==> config.mk <==
export PLATFORM = sky130hd
export DESIGN_NAME = simd_issue_queue
export DESIGN_NICKNAME = d
export VERILOG_FILES = /design/src/simd_pkg.sv /design/src/simd_issue_queue.sv
export SDC_FILE = /design/constraint.sdc
export NUM_CORES = 1
export LEC_CHECK = 0
export BUFFER_PORTS_ARGS = -buffer_cell sky130_fd_sc_hd__buf_2
export CAP_MARGIN = 30
export CORE_UTILIZATION = 30
export DETAILED_ROUTE_END_ITERATION = 8
export REMOVE_ABC_BUFFERS = 1
export SKIP_CTS_REPAIR_TIMING = 1
export SYNTH_ARGS = -nofsm -noshare
export SYNTH_HDL_FRONTEND = slang
export SYNTH_SLANG_ARGS = --single-unit
==> constraint.sdc <==
create_clock -name clk_i -period 2.4 [get_ports clk_i]
set_input_delay 0 -clock clk_i [delete_from_list [all_inputs] [get_ports clk_i]]
set_output_delay 0 -clock clk_i [all_outputs]
set_load 0.02 [all_outputs]
==> src/simd_pkg.sv <==
/*
 * Shared SIMD definitions: operation and element width encodings,
 * register address width, latency type and the queued command layout
 */
`default_nettype none

package simd_pkg;

    // Operation codes carried on the command port
    typedef enum logic [2:0] {
        VADD    = 3'd0,
        VSUB    = 3'd1,  // vs2 - vs1
        VAND    = 3'd2,
        VOR     = 3'd3,
        VXOR    = 3'd4,
        VMUL    = 3'd5,  // Low half of product
        VMACC   = 3'd6,  // vd + vs1 * vs2
        VREDSUM = 3'd7   // vs1[0] + sum(vs2)
    } simd_op_t;

    // Element width
    typedef enum logic [1:0] {
        SEW_8  = 2'b00,
        SEW_16 = 2'b01,
        SEW_32 = 2'b10,
        SEW_64 = 2'b11
    } sew_t;

    // Vector register file addressing
    localparam int VREG_AW   = 3;
    localparam int NUM_VREGS = 1 << VREG_AW;

    // Execution latency in cycles
    localparam int LAT_W = 4;
    typedef logic [LAT_W-1:0] lat_t;

    // One entry of the issue queue
    typedef struct packed {
        simd_op_t           op;
        sew_t               sew;
        logic [VREG_AW-1:0] vd;
        logic [VREG_AW-1:0] vs1;
        logic [VREG_AW-1:0] vs2;
    } simd_cmd_t;

endpackage

`default_nettype wire

==> src/simd_issue_queue.sv <==
/*
 * Issue queue: circular FIFO of accepted SIMD commands,
 * head popped on issue and cleared on flush
 */
`timescale 1ns/1ns
`default_nettype none

module simd_issue_queue #(
    parameter int QUEUE_DEPTH = 4
) (
    input  logic                              clk_i,
    input  logic                              rstn_i,
    input  logic                              flush_i,

    input  logic                              cmd_valid_i,
    input  simd_pkg::simd_op_t                cmd_op_i,
    input  simd_pkg::sew_t                    cmd_sew_i,
    input  logic [simd_pkg::VREG_AW-1:0]      cmd_vd_i,
    input  logic [simd_pkg::VREG_AW-1:0]      cmd_vs1_i,
    input  logic [simd_pkg::VREG_AW-1:0]      cmd_vs2_i,
    output logic                              cmd_ready_o,

    input  logic                              pop_i,
    output logic                              head_valid_o,
    output simd_pkg::simd_op_t                head_op_o,
    output simd_pkg::sew_t                    head_sew_o,
    output logic [simd_pkg::VREG_AW-1:0]      head_vd_o,
    output logic [simd_pkg::VREG_AW-1:0]      head_vs1_o,
    output logic [simd_pkg::VREG_AW-1:0]      head_vs2_o
);

    localparam int PTR_W = (QUEUE_DEPTH > 1) ? $clog2(QUEUE_DEPTH) : 1;
    localparam int CNT_W = $clog2(QUEUE_DEPTH + 1);

    simd_pkg::simd_cmd_t mem [QUEUE_DEPTH];
    simd_pkg::simd_cmd_t cmd_in;
    simd_pkg::simd_cmd_t head;

    logic [PTR_W-1:0] wr_ptr;
    logic [PTR_W-1:0] rd_ptr;
    logic [CNT_W-1:0] count;
    logic             push;
    logic             pop;

    assign cmd_ready_o  = (count != CNT_W'(QUEUE_DEPTH));  // Low only when full
    assign head_valid_o = (count != '0);

    // A transfer during flush is dropped along with the queue contents
    assign push = cmd_valid_i & cmd_ready_o & ~flush_i;
    assign pop  = pop_i & head_valid_o;

    assign cmd_in = '{op: cmd_op_i, sew: cmd_sew_i, vd: cmd_vd_i,
                      vs1: cmd_vs1_i, vs2: cmd_vs2_i};

    always_ff @(posedge clk_i or negedge rstn_i) begin
        if (!rstn_i) begin
            wr_ptr <= '0;
            rd_ptr <= '0;
            count  <= '0;
        end else if (flush_i) begin
            wr_ptr <= '0;
            rd_ptr <= '0;
            count  <= '0;
        end else begin
            if (push) begin
                wr_ptr <= (wr_ptr == PTR_W'(QUEUE_DEPTH - 1)) ? '0 : wr_ptr + 1'b1;
            end
            if (pop) begin
                rd_ptr <= (rd_ptr == PTR_W'(QUEUE_DEPTH - 1)) ? '0 : rd_ptr + 1'b1;
            end
            case ({push, pop})
                2'b10:   count <= count + 1'b1;
                2'b01:   count <= count - 1'b1;
                default: count <= count;  // Both or neither
            endcase
        end
    end

    // Storage
    always_ff @(posedge clk_i) begin
        if (push) begin
            mem[wr_ptr] <= cmd_in;
        end
    end

    assign head       = mem[rd_ptr];
    assign head_op_o  = head.op;
    assign head_sew_o = head.sew;
    assign head_vd_o  = head.vd;
    assign head_vs1_o = head.vs1;
    assign head_vs2_o = head.vs2;

endmodule

`default_nettype wire

Word-level counts from Yosys, hierarchy flattened
Memory sizes are Yosys's and may differ from the RTL's.
Index checks and enable logic that the tools add are counted.

operators by class
  add/subtract/negate cells = 4
  reductions and logical operators = 4
  bitwise operators = 4
  multiplexer cells = 10
  eq/ne operators = 5

operators with widths
  kind                   count
  $mux W2                6
  $eq A2 B2 Y1 const B   3
  $pmux W3 S2            1
  $reduce_bool A3 Y1     2
  $add A2 B1 Y2 const B  2
  $reduce_bool A2 Y1     2
  $add A3 B1 Y3 const B  1
  $and A1 B1 Y1          3
  $mux W3                1
  $ne A3 B3 Y1 const B   1
  $sub A3 B1 Y3 const B  1
  $eq A2 B1 Y1 const B   1
  $mux W1                2
  $not A1 Y1             1

word-level totals
  memories = 1
  input port bits = 19
  register bits = 7
  bits in writable memories = 56
  logic and storage cells = 31

memories
  memory  depth  width  rd ports  clocked after Yosys merged registers in  wr ports  RTL line                text
  mem     4      14     1         0                                        1         simd_issue_queue.sv:35  simd_pkg::simd_cmd_t mem [QUEUE_DEPTH];

Logic depth before layout (Yosys ltp)
  word-level depth = 6
  depth in mapped cells = 7
  depth with buffers taken out = 6

Least setup slack after synthesis
Ideal clock, no wire load.

  kind = register to register
  from = register count[1]
  to = register count[2]
  path slack = 0.224 ns
  library setup time = 0.088 ns
  cell stages (with the launch flop) = 8
  data arrival time = 2.087 ns
  cells stage by stage = dfrtp_1 buf_4 or3_1 o311a_1 fa_1 nor3_1 o221ai_1 a41oi_1

between the ends
  elaborated cells between the ends (all ways) = 12
  classes of those cells = add/sub: 2; eq/ne: 3; mux: 2; bitwise: 3; reduce/logical: 2

RTL lines
  what                                                 RTL line                text
  from (decl)                                          simd_issue_queue.sv:41  logic [CNT_W-1:0] count;
  from (signal assigned)                               simd_issue_queue.sv:72  2'b10: count <= count + 1'b1;
  from (signal assigned)                               simd_issue_queue.sv:73  2'b01: count <= count - 1'b1;
  from (signal assigned)                               simd_issue_queue.sv:74  default: count <= count;
  $reduce_bool A3 Y1 (*)                               simd_issue_queue.sv:46  assign head_valid_o = (count != '0);
  named net head_valid_o                               simd_issue_queue.sv:24  output logic head_valid_o,
  $and A1 B1 Y1 (*)                                    simd_issue_queue.sv:50  assign pop = pop_i & head_valid_o;
  $eq A2 B1 Y1 / $eq A2 B2 Y1 (equally long branches)  simd_issue_queue.sv:71  case ({push, pop})
  $pmux W3 S2                                          simd_issue_queue.sv:71
  $mux W3                                              simd_issue_queue.sv:60  end else if (flush_i) begin

Mark *: on every way through the listed nets, which the timed path passes. The rest lies on a longest branch.
A chain may end at the register's enable or synchronous reset.

Worst setup path after layout
  from = register rd_ptr[0]
  to = output head_vs1_o[1] in the netlist's numbering

between the ends
  cells in the longest elaborated chain, start to end = 1

ends and longest elaborated chain
  what                    RTL line                text
  from (decl)             simd_issue_queue.sv:40  logic [PTR_W-1:0] rd_ptr;
  from (signal assigned)  simd_issue_queue.sv:69  rd_ptr <= (rd_ptr == PTR_W'(QUEUE_DEPTH - 1)) ? '0 : rd_ptr + 1'b1;
  $mem_v2 Z4 W14          -
  to (decl)               simd_issue_queue.sv:28  output logic [simd_pkg::VREG_AW-1:0] head_vs1_o,

Every way passes these cells.

==> flow_metrics.py <==
metrics = {
    "run_status": {
        "status": "complete, no violations",
    },
    "cells_and_area": {
        "n_antenna_cell": 0,
        "nFillCells": 819,
        "drive_above_1_share_pct": 33.2,
        "syn_to_final_growth_pct": 25.5,
        "layout.nets": 225,
        "stdcell_area_um2": 3380,
    },
    "power_and_ir_drop": {
        "p_clk_share_pct": 36.9,
        "pwr-share-seq_pct": 47.7,
        "power.density_nw_per_um2": 800,
        "swShare_pct": 24.9,
        "p_int_w": 0.00203,
        "power.share.combinational_pct": 15.4,
        "p_switching_w": 0.000673,
        "finalPower_w": 0.00270,
        "power.leakage_nw": 1.20,
        "vdd_drop_max_mv": 0.292,
    },
    "cts": {
        "cts_tree": "built",
        "cts-root-buf": "clkbuf_8",
        "cts_max_path_buffers": 2,
        "clkTransAtPathRegs_ps": 70,
        "clock-sinks": 63,
        "htreeDepth": 3,
        "numCtsBuffers": 9,
        "clkLatencyLatePin_ps": 330,
    },
    "critical_path": {
        "critPathMaxStageDelay_ps": 970,
        "path_max_fanout": 17,
        "cp_slowest_cell": "dfrtp_1",
        "crit_arrival_ps": 2150,
        "crit_chain": "mux4_1 > buf_2",
        "worst-r2r-setup-slack_ps": 390,
        "critPathKind": "reg -> out",
        "endpoint_kind": "primary output",
        "required_ps": 2400,
        "reg2reg_from": "count[0]",
        "reg2reg_depth": 6,
        "path_buf_inv": 1,
        "cp_top_family": "flip-flops",
        "reg2reg_to": "count[2]",
        "crit_path_start_kind": "flip-flop",
    },
    "global_route": {
        "antenna_found_initial": 0,
        "grt.overflow.total": 0,
        "grt_util_all_layers_pct": 10.3,
        "grt_pass1_vias": 1429,
        "grt_pass1_wl_mm": 7.22,
        "grt_max_degree": 18,
    },
    "floorplan": {
        "start_util_pct": 31.0,
        "die_w_um": 96.7,
        "core_um2": 8680,
        "num_rows": 34,
        "ioPinCount": 35,
        "die_area_um2": 9350,
        "fp.dieH_um": 96.7,
    },
    "synthesis": {
        "synthTopCellsByArea": "edfxtp_1 (63%), mux4_2 (6.7%), dfrtp_1 (6.5%)",
        "synth.most_common_cell": "edfxtp_1",
        "netlist_area_um2": 2690,
        "avgSynthCellArea_um2": 19.1,
        "synth_top_area_cell": "edfxtp_1",
        "yosysSeqAreaShare_pct": 69.1,
        "syn_inst": 141,
        "synth_edf_count": 56,
        "ys.flop_type": "edfxtp_1",
        "synth.distinct_cells": 40,
        "ys_warn_count": 0,
        "async_flop_share_pct": 11.1,
        "synth_top_area_share_pct": 62.5,
        "ys_ff_latch": 63,
        "synthTopCellsByCount": "edfxtp_1 (56), mux4_2 (8), dfrtp_1 (7), mux4_1 (6)",
    },
    "sta": {
        "period_needed_ps": 2150,
        "period_share_pct": 89.5,
        "slew_headroom_pct": 36.9,
        "fin_setup_tns_ps": 0,
        "setup_viol": 0,
        "slew_viol_final": 0,
        "hold_slack_ps": 25.7,
        "worstMarginPinSlew_ps": 946,
        "fmax_ghz": 0.465,
        "setup_ws_ps": 251,
        "skew_ps": 3.84,
        "finalHoldViolations": 0,
        "rsz0062_at_grt": "no",
    },
    "placement": {
        "dp_slack_ps": 398,
        "portBuffers": 34,
        "place_area_um2": 3000,
        "post-dp-hpwl_mm": 2.96,
        "gp_congestion": 0.776,
    },
    "routing": {
        "firstDrtPassIters": 4,
        "routed_wl_mm": 4.56,
        "first_iter_violations": 69,
        "vias": 1430,
        "drt-wirelength-per-cell_um": 14.6,
        "vias_per_cell": 4.57,
        "route.detailed.drc": 0,
        "final_antenna_net_count": 0,
    },
    "min_path": {
        "hold_path.class": "in -> async",
    },
    "run": {
        "cap_violations": 0,
    },
}
-- placed cells by master (no fill, tap or decap), types with 2 or more instances in the layout --
master          n
buf_12          2
nor3_1          2
xnor2_1         2
buf_2          34
bufinv_16       2
nand3b_1        2
buf_4           5
nor2_1          3
a21oi_1         5
clkbuf_8        9
and2_1          4
or3_1           3
mux4_2          8
clkinvlp_4      2
inv_1           3
ha_1            5
edfxtp_1       56
nand3_1         4
o21ai_0         2
mux4_1          6
dlygate4sd3_1  16
dfrtp_1         7
-- how the worst max path moves through the flow --
stage / from / end / slack (ps) / cells past startpoint
final: rd_ptr[0] / head_vs1_o[1] / 250 / 2
after global routing: rd_ptr[0] / head_vs2_o[1] / 90 / 2
after CTS: rd_ptr[0] / head_vs2_o[1] / 200 / 2
after detailed placement: count[0] / count[2] / 400 / 6
after global placement: count[0] / count[2] / 450 / 6
after floorplan: count[1] / count[2] / 240 / 6
-- registers in the layout, summed over array words and instances (netlist names) --
signal and cells:
count 3, rd_ptr 2, wr_ptr 2, mem 56
-- power groups by stage --
stage	combinational, W	clock (W)	sequential, W
4_1_cts	0.000400	0.00103	0.00129
6_report	0.000416	0.000997	0.00129
3_5_place_dp	0.000399	0	0.00131
3_3_place_gp	0.000394	0	0.00131
2_1_floorplan	0.000245	0	0.00132
5_1_grt	0.000454	0.00107	0.00130
-- metal layers --
layer | vias to the layer above | wire length [um] | global-route usage [%]
li1 | 687 | - | -
met1 | 700 | 2000 | 11.7
met2 | 35 | 2300 | 17.5
met3 | 8 | 207 | 3.83
met4 | 0 | 51 | 4.13
met5 | - | 0 | 0
-- worst reg2reg max path: stages (launching register included) --
cell,delay (ps)
dfrtp_1,440
or3_1,390
o311a_1,150
fa_1,440
nor3_1,150
o221ai_1,140
a41oi_1,230
-- layout make-up --
cell class | instances | area (um2) | share of cell area [%]
Clock buffer | 9 | 124 | 3.67
Clock inverter | 7 | 96.3 | 2.85
Inverter | 4 | 15.0 | 0.445
Multi-Input combinational cell | 65 | 741 | 21.9
Sequential cell | 63 | 1860 | 55.0
Tap cell | 108 | 135 | 4.00
Timing Repair Buffer | 57 | 408 | 12.1
-- metrics by stage --
stage	instances	util, %
2_1_floorplan	132	-
3_3_place_gp	281	34.5
3_5_place_dp	281	34.5
4_1_cts	297	37.1
5_1_grt	313	38.9
6_report	313	38.9
-- cell families (layout without fill, tap and decap cells) --
logic type / count (synthesis) / in the layout / share of synthesized area (%)
compound gates: 16 / 16 / 4.75
xor+xnor: 2 / 2 / 0.652
fa+ha+maj: 6 / 6 / 3.07
buf+inv: 13 / 77 / 3.40
flops: 63 / 63 / 69.1
mux: 15 / 15 / 12.9
simple gates: 26 / 26 / 6.14
No activity file was read; power rests on OpenSTA's default activity.
