File: config.mk
export PLATFORM = sky130hd
export DESIGN_NAME = simd_score_board
export DESIGN_NICKNAME = d
export VERILOG_FILES = /design/src/simd_pkg.sv /design/src/simd_score_board.sv
export SDC_FILE = /design/constraint.sdc
export NUM_CORES = 1
export LEC_CHECK = 0
export ABC_AREA = 1
export BUFFER_PORTS_ARGS = -buffer_cell sky130_fd_sc_hd__buf_4
export CAP_MARGIN = 10
export CORE_AREA = 2 2 39 41
export CTS_CLUSTER_DIAMETER = 100
export DETAILED_ROUTE_END_ITERATION = 12
export DIE_AREA = 0 0 41 43
export PLACE_DENSITY = 0.73
export SLEW_MARGIN = 0
export SYNTH_ARGS = -nofsm -noshare
export SYNTH_HDL_FRONTEND = slang
export SYNTH_SLANG_ARGS = --single-unit
File: constraint.sdc
create_clock -name clk_i -period 1.3 [get_ports clk_i]
set_input_delay 0.195 -clock clk_i [delete_from_list [all_inputs] [get_ports clk_i]]
set_output_delay 0.195 -clock clk_i [all_outputs]
set_load 0.01 [all_outputs]
File: src/simd_pkg.sv
/*
 * Shared SIMD definitions: operation and element width encodings,
 * register address width, latency type and the queued command layout
 */
`default_nettype none

package simd_pkg;

    // Operation codes carried on the command port
    typedef enum logic [2:0] {
        VADD    = 3'd0,
        VSUB    = 3'd1,  // vs2 - vs1
        VAND    = 3'd2,
        VOR     = 3'd3,
        VXOR    = 3'd4,
        VMUL    = 3'd5,  // Low half of product
        VMACC   = 3'd6,  // vd + vs1 * vs2
        VREDSUM = 3'd7   // vs1[0] + sum(vs2)
    } simd_op_t;

    // Element width
    typedef enum logic [1:0] {
        SEW_8  = 2'b00,
        SEW_16 = 2'b01,
        SEW_32 = 2'b10,
        SEW_64 = 2'b11
    } sew_t;

    // Vector register file addressing
    localparam int VREG_AW   = 3;
    localparam int NUM_VREGS = 1 << VREG_AW;

    // Execution latency in cycles
    localparam int LAT_W = 4;
    typedef logic [LAT_W-1:0] lat_t;

    // One entry of the issue queue
    typedef struct packed {
        simd_op_t           op;
        sew_t               sew;
        logic [VREG_AW-1:0] vd;
        logic [VREG_AW-1:0] vs1;
        logic [VREG_AW-1:0] vs2;
    } simd_cmd_t;

endpackage

`default_nettype wire

File: src/simd_score_board.sv
/*
 * Write-back scoreboard: latency decode, one valid shift lane per
 * latency and the stall/issue decision for the queue head
 */
`timescale 1ns/1ns
`default_nettype none

module simd_score_board #(
    parameter int VLEN = 64
) (
    input  logic                           clk_i,
    input  logic                           rstn_i,
    input  logic                           flush_i,

    input  logic                           ready_i,      // Queue head valid
    input  simd_pkg::simd_op_t             op_i,
    input  simd_pkg::sew_t                 sew_i,

    output logic                           issue_fire_o,
    output simd_pkg::lat_t                 issue_lat_o,
    output logic [$clog2(VLEN/8):0]        lane_done_o   // Bit L-1 for latency L
);

    localparam int MAX_STAGES = $clog2(VLEN / 8) + 1;
    localparam int RED_BASE   = $clog2(VLEN / 8);   // Reduction tree depth at SEW 32

    simd_pkg::lat_t        lat;
    logic                  issue_fire;
    logic                  done_1;
    logic [MAX_STAGES-1:0] lane_last;
    logic [MAX_STAGES-1:1] conflict;  // Bit K-1 from the latency-K lane

    // Latency by operation and element width
    always_comb begin
        case (op_i)
            simd_pkg::VMUL: begin
                lat = (sew_i == simd_pkg::SEW_64) ? simd_pkg::lat_t'(3) : simd_pkg::lat_t'(2);
            end
            simd_pkg::VMACC: begin
                lat = (sew_i == simd_pkg::SEW_64) ? simd_pkg::lat_t'(4) : simd_pkg::lat_t'(3);
            end
            simd_pkg::VREDSUM: begin
                // Narrow elements need a deeper adder tree
                case (sew_i)
                    simd_pkg::SEW_8,
                    simd_pkg::SEW_16: lat = simd_pkg::lat_t'(RED_BASE + 1);
                    simd_pkg::SEW_32: lat = simd_pkg::lat_t'(RED_BASE);
                    default:          lat = simd_pkg::lat_t'(RED_BASE - 1);
                endcase
            end
            default: lat = simd_pkg::lat_t'(1);  // Plain element-wise ops
        endcase
    end

    // Single-cycle commands finish through one registered bit
    always_ff @(posedge clk_i or negedge rstn_i) begin
        if (!rstn_i) begin
            done_1 <= 1'b0;
        end else begin
            done_1 <= issue_fire & (lat == simd_pkg::lat_t'(1));
        end
    end

    assign lane_last[0] = done_1;

    for (genvar k = 2; k <= MAX_STAGES; k++) begin : g_lane
        logic [k-1:0] vbits;  // Index j set j cycles after issue
        logic         hit;

        always_ff @(posedge clk_i or negedge rstn_i) begin
            if (!rstn_i) begin
                vbits <= '0;
            end else if (flush_i) begin
                vbits <= '0;
            end else begin
                vbits <= {vbits[k-2:0], issue_fire & (lat == simd_pkg::lat_t'(k))};
            end
        end

        // An older K command at stage K-L-1 would finish with a new L command
        always_comb begin
            hit = 1'b0;
            for (int j = 0; j <= k - 2; j++) begin
                if (lat == simd_pkg::lat_t'(k - 1 - j)) begin
                    hit = hit | vbits[j];
                end
            end
        end

        assign conflict[k-1]  = hit;
        assign lane_last[k-1] = vbits[k-1];
    end

    assign issue_fire   = ready_i & ~(|conflict) & ~flush_i;
    assign issue_fire_o = issue_fire;
    assign issue_lat_o  = lat;

    // Completions in a flush cycle are discarded too
    assign lane_done_o = lane_last & {MAX_STAGES{~flush_i}};

endmodule

`default_nettype wire

Yosys cells after proc, flatten, opt, wreduce, memory -nomap -nowiden
Cells that the tools add are included.
{ "word_totals": {"ff_bits": 10, "input_bits": 9, "out_inout_bits": 9, "elab_cells": 42} }
{ "op_classes": {"eq_ne": 10, "mux": 13, "n_bitwise": 12, "n_reduce_logical": 3} }
{ "op_table": {"columns": ["cell", "n"], "rows": [
  ["$pmux W4 S3", 1],
  ["$eq A3 B3 Y1 const B", 3],
  ["$eq A4 B2 Y1 const B", 2],
  ["$mux W1", 7],
  ["$and A1 B1 Y1", 6],
  ["$mux W3", 2],
  ["$pmux W3 S2", 1],
  ["$and A4 B4 Y4", 1],
  ["$eq A2 B2 Y1 const B", 2],
  ["$eq A4 B1 Y1 const B", 1],
  ["$eq A4 B3 Y1 const B", 1],
  ["$mux W4", 1],
  ["$or A1 B1 Y1", 3],
  ["$reduce_or A3 Y1", 1],
  ["$eq A2 B1 Y1 const B", 1],
  ["$logic_not A2 Y1", 1],
  ["$mux W2", 1],
  ["$not A1 Y1", 2],
  ["$reduce_or A2 Y1", 1]
]} }

Logic depth before layout (Yosys ltp)
{ "logic_depth": {"word_depth": 16, "depth_mapped": 9, "ltp_nobuf": 9} }

Worst setup path before layout
OpenSTA, ideal clock, no wires.
{ "synth_timing": {"kind": "input-to-output", "startpoint": "input op_i[2]", "endpoint": "output issue_fire_o", "t_arrival_ns": 0.863, "required_time_ns": 1.105, "setup_slack_ns": 0.242, "stages": 7, "n_path_buf": 0, "cell_sequence": "nand2_1 -> nor2_1 -> nand2_2 -> nand3_2 -> nand4_1 -> nand3_2 -> inv_1"} }
{ "synth_via": {"elab_chain_cells": 12, "word_cells_on_any_way": 20, "cone_classes": "6 x eq/ne; 7 x mux; 6 x bitwise; 1 x reduce/logical"} }
{ "synth_rtl": {"columns": ["item", "line_no", "rtl"], "rows": [
  ["start: declaration", "simd_score_board.sv:16", "input simd_pkg::simd_op_t op_i,"],
  ["$eq A3 B3 Y1", "simd_score_board.sv:35", "case (op_i)"],
  ["$pmux W4 S3 (*)", "simd_score_board.sv:35", null],
  ["net issue_lat_o[1]", "simd_score_board.sv:20", "output simd_pkg::lat_t issue_lat_o,"],
  ["$eq A4 B2 Y1", "simd_score_board.sv:84", "if (lat == simd_pkg::lat_t'(k - 1 - j)) begin"],
  ["$mux W1", "simd_score_board.sv:84", null],
  ["$or A1 B1 Y1", "simd_score_board.sv:85", "hit = hit | vbits[j];"],
  ["$mux W1", "simd_score_board.sv:84", null],
  ["$or A1 B1 Y1", "simd_score_board.sv:85", null],
  ["$mux W1", "simd_score_board.sv:84", null],
  ["$reduce_or A3 Y1 (*)", "simd_score_board.sv:94", "assign issue_fire = ready_i & ~(|conflict) & ~flush_i;"],
  ["$not A1 Y1 (*)", "simd_score_board.sv:94", null],
  ["$and A1 B1 Y1 (*) (2 in series)", "simd_score_board.sv:94", null],
  ["end: declaration", "simd_score_board.sv:19", "output logic issue_fire_o,"]
]} }
The timed path passes the listed nets; every way through them passes the cells marked *.

Worst setup path after layout
{ "layout_timing": {"startpoint": "register g_lane[3].vbits[0]", "endpoint": "output issue_fire_o"} }
{ "layout_via": {"elab_chain_cells": 7} }
{ "layout_rtl": {"columns": ["item", "line_no", "rtl"], "rows": [
  ["start: declaration", "simd_score_board.sv:67", "logic [k-1:0] vbits;"],
  ["start signal: assignment", "simd_score_board.sv:76", "vbits <= {vbits[k-2:0], issue_fire & (lat == simd_pkg::lat_t'(k))};"],
  ["$mux W1 (*)", "simd_score_board.sv:84", null],
  ["$or A1 B1 Y1", "simd_score_board.sv:85", null],
  ["$mux W1 (*)", "simd_score_board.sv:84", null],
  ["$reduce_or A3 Y1 (*)", "simd_score_board.sv:94", null],
  ["$not A1 Y1 (*)", "simd_score_board.sv:94", null],
  ["$and A1 B1 Y1 (*) (2 in series)", "simd_score_board.sv:94", null]
]} }
Every way passes the cells marked *; elsewhere a longest branch is shown, timed or not.

==> summary.md <==
| Metric | Value |
|---|---|
| RSZ-0062 raised after global routing | yes |
| Synth area leaders | dfrtp_1 (47%), inv_1 (15%), nor2_1 (14%) |
| First-pass GRT wire length | roughly 1.7 mm |
| Initial Util | 38.9% |
| Peak supply drop | 0.530 mV |
| Routability cong. | 0.730 |
| Worst EP arrival | about 1.2 ns |
| Tot GR Track Use | a little over an eighth |
| Routed Antenna Nets | 0 |
| Warnings, synthesis | 0 |
| Routed WL | 1.00 mm |
| Worst path required time | between 1 and 1.5 ns |
| H-tree levels | 1 |
| Num CTS Buffers | 3 |
| Layout cells sized above 1 | between 30 and 40% |
| Post-route DRC | 0 |
| Hold EP | g_lane[3].vbits[2] |
| Reg clk slew, reported paths | about 0.06 ns |
| Reg2reg end | g_lane[2].vbits[0] |
| Internal reg-to-reg setup slack | ~0.12 ns |
| Via count | ~490 |
| Hold Crit Class | primary input to flip-flop |
| Layout area overhead | 39.1% |
| Via density | between 4 and 5 |
| Final Hold Fails | 0 |
| Status | complete, but fails checks |
| # setup viols final | 1 |
| Register area share after synthesis | between 40% and 50% |
| Worst r2r path cells | 8 |
| Slowest stage cell, crit path | dfrtp_1 |
| Final Critical Period | about 1.4 ns |
| Lkg Pwr | between 0.4 and 0.5 nW |
| Cells after DPL | 109 |
| Non-filler cells in the finished layout | around 120 |
| Post-synthesis cell count | 77 |
| Initial DRC Count | 7 |
| Netlist Area Pre-Place | ~540 µm² |
| DP HPWL | 798 µm |
| Max_cap viols | 0 |
| Crit Path Category | flip-flop to output port |
| Top cell type's share of synthesized area | 46.5% |
| Delay-heaviest family, CP | flip-flops |
| Die height | between 40 and 50 µm |
| Insertion delay to the later sink of the worst-skew pair | 0.25 ns |
| Die ar. | between 1500 and 2000 µm² |
| Initial antenna violation count | 0 |
| Net count, final | between 100 and 150 |
| CTS root buffer | clkbuf_4 |
| Clock Sinks | 10 |
| Reg2reg start | g_lane[2].vbits[0] |
| Filler cells | around 140 |
| Final slew viol count | 0 |
| Final instance area | around 750 µm² |
| Crit path max fanout | 2 |
| Clock skew | between 0.001 and 0.0015 ns |
| Final Util | around 54% |
| IO Count | 18 |
| Deepest clock path buffer count | 2 |
| Final period util | 107% |
| Largest stage delay, worst path | about 0.37 ns |
| Critical path capture point type | output port |
| CTS tree | done |
| Ant. Diodes | 0 |
| #FFs+latches synth | 10 |
| # port buffers | 16 |
| Worst Min Path Start | flush_i |
| Pwr Density | 850 nW/µm² |
| Placed inst area | approximately 700 µm² |
| Fmax | slightly above 0.7 GHz |
| Violated checks | setup timing |
| WL/cell | 8.56 µm |
| Number of global-route vias before repair | approximately 430 |
| Average cell area after synthesis | about 7 µm² |
| Hold Path Depth | 2 |
| Total gr overflow | 0 |
| Synth area leader | dfrtp_1 |
| Worst Slack Setup Final | -0.0923 ns |
| Place WS | -0.0115 ns |
| Die Width | between 40 and 50 µm |
| DR pass1 iterations | 4 |
| Core area | approximately 1400 µm² |
| Total power | between 0.0006 and 0.0007 W |
| Largest net degree at the start of global routing | 12 |
| Rows | 14 |
| Startpoint class of the critical path | flip-flop |
| Synth unique cells | 15 |
| Worst path bufs/invs | 3 |
| Cell breakdown of the critical path | nor2_1 > inv_1 > nand4_1 > nand3_2 > inv_2 > buf_6 |
| Syn Nets | 86 |
==> cell usage in the layout (no fill, tap or decap) <==
master         count
a31oi_1            1
buf_4             21
buf_6              1
clkbuf_4           3
conb_1             1
dfrtp_1           10
dlygate4sd3_1      1
inv_1             18
inv_2              5
nand2_1           11
nand2_2            1
nand3_1            1
nand3_2            2
nand4_1            3
nor2_1            20
nor2_2             1
o21a_1             1
==> cell usage after synthesis <==
cell type,number
clkbuf_1,1
nand2_1,11
dfrtp_1,10
nand3_1,1
nor2_2,1
inv_2,1
buf_4,1
o21a_1,1
a31oi_1,1
nand2_2,1
nand3_2,2
conb_1,1
inv_1,22
nor2_1,20
nand4_1,3
==> worst register-to-register path, stage by stage (launching register included) <==
cell and delay [ns]:
dfrtp_1 0.34, inv_2 0.04, a31oi_1 0.15, nor2_1 0.08
buf_4 0.13, buf_4 0.12, buf_4 0.12, nand4_1 0.07
inv_1 0.04
==> worst max-delay path by stage <==
stage / from / to / slack [ns] / cells after the start
2_1_floorplan: op_i[2] / issue_fire_o / 0.24 / 7
3_3_place_gp: op_i[2] / issue_fire_o / 0.03 / 10
3_5_place_dp: op_i[2] / issue_fire_o / -0.01 / 9
4_1_cts: g_lane[2].vbits[0] / issue_fire_o / -0.13 / 6
5_1_grt: g_lane[3].vbits[1] / issue_fire_o / -0.20 / 6
6_report: g_lane[3].vbits[0] / issue_fire_o / -0.09 / 6
==> what timing repair did <==
action | in CTS | in global routing
buffers inserted | 3 | 1
gates resized for setup | 3 | 2
hold buffers | 1 | 0
pin swaps | 3 | 3
endpoints found under the setup margin | 1 | 2
endpoints found under the hold margin | 10 | 0
==> layer usage <==
layer  GRT usage [%]  wire length [µm]  up-vias
met3            6.28                78        0
met2            21.6               509       16
met4            2.00                 0        0
li1                -                 -      267
met5               0                 0        -
met1            16.8               414      208
==> through the flow <==
| step | setup TNS (ns) | hold WS (ns) |
|---|---|---|
| 3_5_place_dp | -0.0115 | 0.0300 |
| 2_1_floorplan | 0 | -0.101 |
| 4_1_cts | -0.126 | 0.174 |
| 3_3_place_gp | 0 | 0.0266 |
| 6_report | -0.0923 | 0.178 |
| 5_1_grt | -0.201 | 0.179 |
==> state kept, by name, summed over array words and instances, names as in the netlist <==
register      flops
g_lane.vbits      9
done_1            1
==> cells by family after synthesis <==
group,count (synthesis),share of synthesized area (%)
simple gates,39,32.1
compound gates,2,2.56
buf+inv,25,18.1
other cells,1,0.697
flops,10,46.5
==> cell type report <==
cell class                 instances  area (µm²)  area share [%]
sequential                        10         250            33.4
multi-input combinational         42         190            25.4
timing repair buffer              23         179            23.9
inverter                          23        86.3            11.5
clock buffer                       3        22.5            3.01
tap                               16        20.0            2.68
==> power breakdown <==
group	internal (W)	switching, W	leakage, nW
combinational	0.0000578	0.0000607	0.291
clock	0.000106	0.0000934	0.0138
sequential	0.000316	0.00000172	0.139
total	0.000480	0.000156	0.443
(Power assumes the default switching activity.)
